`config.mk`:
```
export PLATFORM = sky130hd
export DESIGN_NAME = mips_ex_top
export DESIGN_NICKNAME = d
export VERILOG_FILES = /design/src/hdl/mips_ex_pkg.sv /design/src/hdl/ex_alu.sv /design/src/hdl/ex_mul.sv /design/src/hdl/ex_hilo_regs.sv /design/src/hdl/ex_writeback.sv /design/src/hdl/mips_ex_top.sv
export VERILOG_INCLUDE_DIRS = /design/src /design/src/include
export SDC_FILE = /design/constraint.sdc
export NUM_CORES = 2
export LEC_CHECK = 0
export ABC_AREA = 1
export BUFFER_PORTS_ARGS = -buffer_cell sky130_fd_sc_hd__buf_2
export CORE_UTILIZATION = 35
export CTS_CLUSTER_DIAMETER = 150
export CTS_CLUSTER_SIZE = 25
export DETAILED_ROUTE_END_ITERATION = 12
export GPL_TIMING_DRIVEN = 1
export HOLD_SLACK_MARGIN = 0.08
export PLACE_DENSITY = 0.61
export SYNTH_ARGS = -nofsm -noshare
export SYNTH_HDL_FRONTEND = slang
export SYNTH_HIERARCHICAL = 1
export SYNTH_SLANG_ARGS = --single-unit
```
`constraint.sdc`:
```
create_clock -name clk -period 10.3 [get_ports clk]
set_input_delay 0.515 -clock clk [delete_from_list [all_inputs] [get_ports clk]]
set_output_delay 0.515 -clock clk [all_outputs]
set_load 0.005 [all_outputs]
```
`src/include/mips_ex_defs.svh`:
```
`ifndef MIPS_EX_DEFS_SVH
`define MIPS_EX_DEFS_SVH

//////////////////////////////////////////////////////////////////////////////
// execute stage widths
//////////////////////////////////////////////////////////////////////////////

// general register and data word width
`define MIPS_EX_XLEN 32

// register file address width
`define MIPS_EX_REG_AW 5

// shift amount taken from the low bits of operand a
`define MIPS_EX_SHAMT_W 5

`endif

```
`src/hdl/mips_ex_pkg.sv`:
```
`default_nettype none

`include "mips_ex_defs.svh"

package mips_ex_pkg;

    // execute stage operations
    typedef enum logic [4:0] {
        OP_ADD,
        OP_ADDU,
        OP_SUB,
        OP_SUBU,
        OP_SLT,
        OP_SLTU,
        OP_AND,
        OP_OR,
        OP_XOR,
        OP_NOR,
        OP_SLL,
        OP_SRL,
        OP_SRA,
        OP_MULT,
        OP_MULTU,
        OP_MUL,
        OP_MFHI,
        OP_MFLO,
        OP_MTHI,
        OP_MTLO
    } ex_op_e;

    // one issued instruction
    typedef struct packed {
        logic                        valid;
        ex_op_e                      op;
        logic [`MIPS_EX_XLEN-1:0]    a;
        logic [`MIPS_EX_XLEN-1:0]    b;
        logic [`MIPS_EX_REG_AW-1:0]  waddr;
        logic                        wen;
    } ex_issue_t;

    // registered result towards write-back
    typedef struct packed {
        logic                        valid;
        logic                        wen;
        logic [`MIPS_EX_REG_AW-1:0]  waddr;
        logic [`MIPS_EX_XLEN-1:0]    wdata;
        logic                        ovf;
    } ex_wb_t;

    // hi/lo pair contents
    typedef struct packed {
        logic [`MIPS_EX_XLEN-1:0]    hi;
        logic [`MIPS_EX_XLEN-1:0]    lo;
    } ex_hilo_t;

endpackage

`default_nettype wire

```
`src/hdl/ex_alu.sv`:
```
`timescale 1ns/1ps
`default_nettype none

`include "mips_ex_defs.svh"

module ex_alu (
    input  mips_ex_pkg::ex_op_e       op_i,
    input  wire [`MIPS_EX_XLEN-1:0]   a_i,
    input  wire [`MIPS_EX_XLEN-1:0]   b_i,
    output logic [`MIPS_EX_XLEN-1:0]  result_o,
    output logic                      ovf_o
);

    ////////////////////////////////////////////////////////////////////////////
    // shared adder
    ////////////////////////////////////////////////////////////////////////////

    logic                        sub_sel;
    logic [`MIPS_EX_XLEN-1:0]    b_opnd;
    logic [`MIPS_EX_XLEN:0]      sum_ext;
    logic [`MIPS_EX_XLEN-1:0]    sum;
    logic                        carry;
    logic                        ovf_raw;
    logic                        lt_signed;
    logic                        lt_unsigned;
    logic [`MIPS_EX_SHAMT_W-1:0] shamt;

    // subtracts and both compares go through a + ~b + 1
    assign sub_sel = (op_i == mips_ex_pkg::OP_SUB)  ||
                     (op_i == mips_ex_pkg::OP_SUBU) ||
                     (op_i == mips_ex_pkg::OP_SLT)  ||
                     (op_i == mips_ex_pkg::OP_SLTU);

    assign b_opnd  = sub_sel ? ~b_i : b_i;
    assign sum_ext = {1'b0, a_i} + {1'b0, b_opnd} + {{`MIPS_EX_XLEN{1'b0}}, sub_sel};
    assign sum     = sum_ext[`MIPS_EX_XLEN-1:0];
    assign carry   = sum_ext[`MIPS_EX_XLEN];

    // operands agree in sign but the sum does not
    assign ovf_raw = (a_i[`MIPS_EX_XLEN-1] == b_opnd[`MIPS_EX_XLEN-1]) &&
                     (sum[`MIPS_EX_XLEN-1] != a_i[`MIPS_EX_XLEN-1]);

    // signed: sign of the true difference; unsigned: borrow out
    assign lt_signed   = sum[`MIPS_EX_XLEN-1] ^ ovf_raw;
    assign lt_unsigned = ~carry;

    // only the trapping forms raise the flag
    assign ovf_o = ovf_raw && ((op_i == mips_ex_pkg::OP_ADD) ||
                               (op_i == mips_ex_pkg::OP_SUB));

    assign shamt = a_i[`MIPS_EX_SHAMT_W-1:0];

    ////////////////////////////////////////////////////////////////////////////
    // result select
    ////////////////////////////////////////////////////////////////////////////

    always_comb begin
        case (op_i)
            mips_ex_pkg::OP_ADD,
            mips_ex_pkg::OP_ADDU,
            mips_ex_pkg::OP_SUB,
            mips_ex_pkg::OP_SUBU: begin
                result_o = sum;
            end
            mips_ex_pkg::OP_SLT: begin
                result_o = {{(`MIPS_EX_XLEN-1){1'b0}}, lt_signed};
            end
            mips_ex_pkg::OP_SLTU: begin
                result_o = {{(`MIPS_EX_XLEN-1){1'b0}}, lt_unsigned};
            end
            mips_ex_pkg::OP_AND: begin
                result_o = a_i & b_i;
            end
            mips_ex_pkg::OP_OR: begin
                result_o = a_i | b_i;
            end
            mips_ex_pkg::OP_XOR: begin
                result_o = a_i ^ b_i;
            end
            mips_ex_pkg::OP_NOR: begin
                result_o = ~(a_i | b_i);
            end
            mips_ex_pkg::OP_SLL: begin
                result_o = b_i << shamt;
            end
            mips_ex_pkg::OP_SRL: begin
                result_o = b_i >> shamt;
            end
            mips_ex_pkg::OP_SRA: begin
                result_o = $signed(b_i) >>> shamt;
            end
            // multiply and hi/lo moves are sourced elsewhere
            default: begin
                result_o = '0;
            end
        endcase
    end

endmodule

`default_nettype wire

```
`src/hdl/ex_mul.sv`:
```
`timescale 1ns/1ps
`default_nettype none

`include "mips_ex_defs.svh"

module ex_mul (
    input  mips_ex_pkg::ex_op_e          op_i,
    input  wire [`MIPS_EX_XLEN-1:0]      a_i,
    input  wire [`MIPS_EX_XLEN-1:0]      b_i,
    output logic [2*`MIPS_EX_XLEN-1:0]   product_o
);

    logic                          signed_mode;
    logic                          negate;
    logic [`MIPS_EX_XLEN-1:0]      mag_a;
    logic [`MIPS_EX_XLEN-1:0]      mag_b;
    logic [2*`MIPS_EX_XLEN-1:0]    prod_mag;

    // mult and mul treat operands as two's complement
    assign signed_mode = (op_i == mips_ex_pkg::OP_MULT) ||
                         (op_i == mips_ex_pkg::OP_MUL);

    // magnitudes; -2^31 maps onto itself, which is right as unsigned
    assign mag_a = (signed_mode && a_i[`MIPS_EX_XLEN-1]) ? (~a_i + 1'b1) : a_i;
    assign mag_b = (signed_mode && b_i[`MIPS_EX_XLEN-1]) ? (~b_i + 1'b1) : b_i;

    assign prod_mag = {{`MIPS_EX_XLEN{1'b0}}, mag_a} * {{`MIPS_EX_XLEN{1'b0}}, mag_b};

    // sign of the product
    assign negate = signed_mode && (a_i[`MIPS_EX_XLEN-1] ^ b_i[`MIPS_EX_XLEN-1]);

    assign product_o = negate ? (~prod_mag + 1'b1) : prod_mag;

endmodule

`default_nettype wire

```
`src/hdl/ex_hilo_regs.sv`:
```
`timescale 1ns/1ps
`default_nettype none

`include "mips_ex_defs.svh"

module ex_hilo_regs (
    input  wire                          clk,
    input  wire                          rst_i,
    input  mips_ex_pkg::ex_issue_t       issue_i,
    input  wire [2*`MIPS_EX_XLEN-1:0]    product_i,
    output mips_ex_pkg::ex_hilo_t        hilo_o
);

    mips_ex_pkg::ex_hilo_t hilo_q;
    mips_ex_pkg::ex_hilo_t hilo_d;
    logic                  hilo_we;

    // next value of the pair
    always_comb begin
        hilo_d  = hilo_q;
        hilo_we = 1'b0;
        if (issue_i.valid) begin
            case (issue_i.op)
                mips_ex_pkg::OP_MULT,
                mips_ex_pkg::OP_MULTU: begin
                    hilo_we   = 1'b1;
                    hilo_d.hi = product_i[2*`MIPS_EX_XLEN-1:`MIPS_EX_XLEN];
                    hilo_d.lo = product_i[`MIPS_EX_XLEN-1:0];
                end
                mips_ex_pkg::OP_MTHI: begin
                    hilo_we   = 1'b1;
                    hilo_d.hi = issue_i.a;
                end
                mips_ex_pkg::OP_MTLO: begin
                    hilo_we   = 1'b1;
                    hilo_d.lo = issue_i.a;
                end
                default: begin
                    hilo_we = 1'b0;
                end
            endcase
        end
    end

    // architectural state, cleared to zero
    always_ff @(posedge clk) begin
        if (rst_i) begin
            hilo_q <= '0;
        end else if (hilo_we) begin
            hilo_q <= hilo_d;
        end
    end

    // current pair for mfhi / mflo
    assign hilo_o = hilo_q;

endmodule

`default_nettype wire

```
`src/hdl/ex_writeback.sv`:
```
`timescale 1ns/1ps
`default_nettype none

`include "mips_ex_defs.svh"

module ex_writeback (
    input  wire                          clk,
    input  wire                          rst_i,
    input  mips_ex_pkg::ex_issue_t       issue_i,
    input  wire [`MIPS_EX_XLEN-1:0]      alu_result_i,
    input  wire                          alu_ovf_i,
    input  wire [`MIPS_EX_XLEN-1:0]      mul_lo_i,
    input  mips_ex_pkg::ex_hilo_t        hilo_i,
    output mips_ex_pkg::ex_wb_t          wb_o
);

    logic [`MIPS_EX_XLEN-1:0]  wdata_d;
    logic                      ovf_d;
    logic                      wen_d;
    mips_ex_pkg::ex_wb_t       wb_q;

    ////////////////////////////////////////////////////////////////////////////
    // result source from the opcode
    ////////////////////////////////////////////////////////////////////////////

    always_comb begin
        case (issue_i.op)
            mips_ex_pkg::OP_MUL: begin
                wdata_d = mul_lo_i;
            end
            mips_ex_pkg::OP_MFHI: begin
                wdata_d = hilo_i.hi;
            end
            mips_ex_pkg::OP_MFLO: begin
                wdata_d = hilo_i.lo;
            end
            // these only touch hi/lo
            mips_ex_pkg::OP_MULT,
            mips_ex_pkg::OP_MULTU,
            mips_ex_pkg::OP_MTHI,
            mips_ex_pkg::OP_MTLO: begin
                wdata_d = '0;
            end
            default: begin
                wdata_d = alu_result_i;
            end
        endcase
    end

    // overflow kills the register write
    assign ovf_d = issue_i.valid && alu_ovf_i;
    assign wen_d = issue_i.valid && issue_i.wen && !alu_ovf_i;

    ////////////////////////////////////////////////////////////////////////////
    // output register
    ////////////////////////////////////////////////////////////////////////////

    always_ff @(posedge clk) begin
        if (rst_i) begin
            wb_q.valid <= 1'b0;
            wb_q.wen   <= 1'b0;
            wb_q.ovf   <= 1'b0;
        end else begin
            wb_q.valid <= issue_i.valid;
            wb_q.wen   <= wen_d;
            wb_q.ovf   <= ovf_d;
        end
    end

    // payload
    always_ff @(posedge clk) begin
        wb_q.waddr <= issue_i.waddr;
        wb_q.wdata <= wdata_d;
    end

    assign wb_o = wb_q;

endmodule

`default_nettype wire

```
`src/hdl/mips_ex_top.sv`:
```
`timescale 1ns/1ps
`default_nettype none

`include "mips_ex_defs.svh"

module mips_ex_top (
    input  wire                      clk,
    input  wire                      rst_i,
    input  mips_ex_pkg::ex_issue_t   issue_i,
    output mips_ex_pkg::ex_wb_t      wb_o
);

    logic [`MIPS_EX_XLEN-1:0]    alu_result;
    logic                        alu_ovf;
    logic [2*`MIPS_EX_XLEN-1:0]  product;
    mips_ex_pkg::ex_hilo_t       hilo;

    // add/sub, compare, logic, shift
    ex_alu u_alu (
        .op_i     (issue_i.op),
        .a_i      (issue_i.a),
        .b_i      (issue_i.b),
        .result_o (alu_result),
        .ovf_o    (alu_ovf)
    );

    // 32x32 multiplier
    ex_mul u_mul (
        .op_i      (issue_i.op),
        .a_i       (issue_i.a),
        .b_i       (issue_i.b),
        .product_o (product)
    );

    // hi/lo pair
    ex_hilo_regs u_hilo (
        .clk       (clk),
        .rst_i     (rst_i),
        .issue_i   (issue_i),
        .product_i (product),
        .hilo_o    (hilo)
    );

    // result mux and output register
    ex_writeback u_wb (
        .clk          (clk),
        .rst_i        (rst_i),
        .issue_i      (issue_i),
        .alu_result_i (alu_result),
        .alu_ovf_i    (alu_ovf),
        .mul_lo_i     (product[`MIPS_EX_XLEN-1:0]),
        .hilo_i       (hilo),
        .wb_o         (wb_o)
    );

endmodule

`default_nettype wire

```
==> metrics <==
number of CTS-inserted buffers=9; TritonCTS clock tree=built; Seq cells post-synth=104; Fmax=~0.10 GHz; DRC Markers=0; chip height=390 µm; Crit path top cell by count=nand2_1; period utilization=96.0%; DR WL/cell=about 22 µm; H-tree Lvls=3; first-pass GRT wire length=about 340000 µm; GR peak layer=met2; proportion of layout cells with a drive suffix above 1=between 10% and 20%; Crit path largest cell delay=about 0.62 ns; FP Rows=142; crit path max fanout=5; Vias/cell=5.17; met1 Use GR=39.7%; met2 GRT Util=45.1%; most frequent cells in the layout=2219 x nand2_1, 1721 x inv_1, 918 x nor2_1; later-pin clock latency in the skew report=0.36 ns; final setup vio count=0; met3 usage=5.62%; Clock Sink Count=104; Layout area overhead=11.6%; Hold Worst Slack=0.257 ns; Slew Limit Headroom=14.8%; initial antenna violation count=3; Syn Std Cell Area=0.0528 mm²; Mapped Cells=7917; GRT overflow=0; DP HPWL=190000 µm; CTS Root Cell=clkbuf_16; Worst Setup End Kind=flop; RSZ-0062 raised after global routing=yes; Mean Syn Cell Area=between 6 and 7 µm²; Final Max Slew Viols=0; CTS max path bufs=2; I/O Buffers=around 120; Crit Path Class=in2reg; syn nets=a little over 9k; commonest non-fill, non-tap cell in the layout=nand2_1; slowest cell on the critical path=fa_1; Starting Density=a little over a third; Routed Antenna Nets=0; WL final=~220000 µm; Worst-Margin Slew=1.28 ns; largest net degree at the start of global routing=slightly below 90; clock skew=0.0102 ns; area of the core=0.150 mm²; Hold Crit Class=in2reg; Post-synth EDFFs=0; Final nets=9575; GRT Resource Usage Total=between 20% and 30%; Die Wd=390 µm; initial DRC count=5959; ys flop type=dfxtp_1; IO Count=118; CTS Hold Bufs=0; vias in the first global route=52.6k; MaxCap Viol Count=0; ys async rst share=0%; Yosys warning total=6; die area=0.152 mm²; status=completed; Seq/Total Area, Yosys=3.94%; Final Wtd Congestion=1.05; Worst setup SP type=input pin; router iterations before antenna repair=6; CTS clk-pin slew, worst paths=0.08 ns; critical path arrival=10.19 ns; vias=53.1k; CP required=around 11 ns; Distinct cells, synth=between 60 and 70; Final Critical Period=slightly below 10 ns; Hold Violations, Final=0
==> flip-flops by register name, indices dropped and copies added (netlist names) <==
name,cells
u_wb/wb_o,40
u_hilo/hilo_o,64
==> worst paths after layout <==
path | startpoint | to | slack (ns) | cells after the start
max | issue_i[42] | u_hilo/hilo_o[36]$_SDFFE_PP0P_ | 0.41 | 51
min | issue_i[4] | u_wb/wb_o[36]$_DFF_P_ | 0.26 | 1
max reg2reg | u_hilo/hilo_o[22]$_SDFFE_PP0P_ | u_wb/wb_o[23]$_DFF_P_ | 9.40 | 2
min reg2reg | u_hilo/hilo_o[50]$_SDFFE_PP0P_ | u_hilo/hilo_o[50]$_SDFFE_PP0P_ | 0.51 | 4
==> synth_stat cells (4+ instances only) <==
cell type | number | share of area, %
xor2_1 | 97 | 1.6
a221oi_1 | 13 | 0.22
o21bai_1 | 5 | 0.071
buf_2 | 84 | 0.80
nor2_2 | 20 | 0.24
nand4_1 | 140 | 1.7
nor2_1 | 933 | 6.6
o21ai_0 | 147 | 1.4
buf_1 | 12 | 0.085
nor3_1 | 23 | 0.22
o21ai_2 | 39 | 0.65
a31oi_1 | 9 | 0.11
fa_1 | 897 | 34
mux2i_1 | 10 | 0.19
a211oi_1 | 7 | 0.10
nand3b_1 | 18 | 0.26
nand3_1 | 348 | 3.3
or2_2 | 31 | 0.37
buf_6 | 31 | 0.66
nand2_1 | 2224 | 16
or2_1 | 7 | 0.083
nor3_2 | 4 | 0.076
clkinv_1 | 18 | 0.13
nand2_2 | 40 | 0.47
clkbuf_1 | 152 | 1.1
nor2_4 | 6 | 0.13
o21a_1 | 15 | 0.21
a21oi_1 | 133 | 1.3
nand3_2 | 7 | 0.13
nor4_1 | 13 | 0.15
inv_2 | 17 | 0.12
o21ai_1 | 106 | 1.0
xnor2_1 | 13 | 0.22
ha_1 | 362 | 8.6
o211ai_1 | 29 | 0.41
o2111ai_1 | 8 | 0.13
buf_4 | 21 | 0.30
or2_0 | 4 | 0.047
a21o_1 | 9 | 0.13
dfxtp_1 | 104 | 3.9
inv_1 | 1724 | 12
and2_1 | 4 | 0.047
==> area by class of cell <==
type	count	area (µm²)
Clock inverter	7	86.3
Antenna cell	2	5.00
Multi-Input combinational cell	5748	42700
Inverter	1760	6630
Tap cell	2016	2520
Timing Repair Buffer	615	4680
Clock buffer	9	225
Fill cell	15900	90800
Sequential cell	104	2080
==> critical path, delay by kind of cell <==
family                     cells  cell delay (ns)
adders and majority gates      9             4.55
xor gates and xnor gates       1             0.20
and+or+nand+nor               28             3.48
AOI/OAI and AO/OA              2             0.29
buffers and inverters         11             1.13
==> logic make-up after synthesis <==
kind of cell               after synthesis  synth area share (%)
AOI/OAI and AO/OA                      533                  5.89
and+or+nand+nor                       3834                  29.9
muxes                                   11                 0.216
DFF                                    104                  3.94
adders and majority gates             1259                  42.6
buffers and inverters                 2065                  15.6
xor gates and xnor gates               111                  1.86
==> metrics by stage <==
| step | setup slack, ns | cells | utilization, % | setup TNS (ns) | instance area, µm² |
|---|---|---|---|---|---|
| after floorplan | 1.30 | 7917 | - | 0 | 52800 |
| after global placement | -0.401 | 10200 | 39.0 | -8.10 | 58400 |
| after detailed placement | -0.378 | 10200 | 39.0 | -9.36 | 58400 |
| after CTS | 0.224 | 10300 | 39.2 | 0 | 58700 |
| after global routing | -0.0530 | 10300 | 39.3 | -0.193 | 58900 |
| final | 0.409 | 10300 | 39.3 | 0 | 58900 |
==> what timing repair did <==
action / CTS / global route
setup buffers: 0 / 5
setup endpoints to repair: 2 / 36
gates cloned: 0 / 0
gates resized for setup: 1 / 44
pin swaps: 0 / 0
==> routing by layer <==
metal  vias to the layer above  wire (µm)
met1                     25700      91500
met5                         -          0
met3                       464      23400
met4                         0      13200
li1                      24100          -
met2                      2757      96600
Power is left out: the tool's default activity adds up to more than one toggle a clock period on the data nets, which glitch-free logic cannot reach.
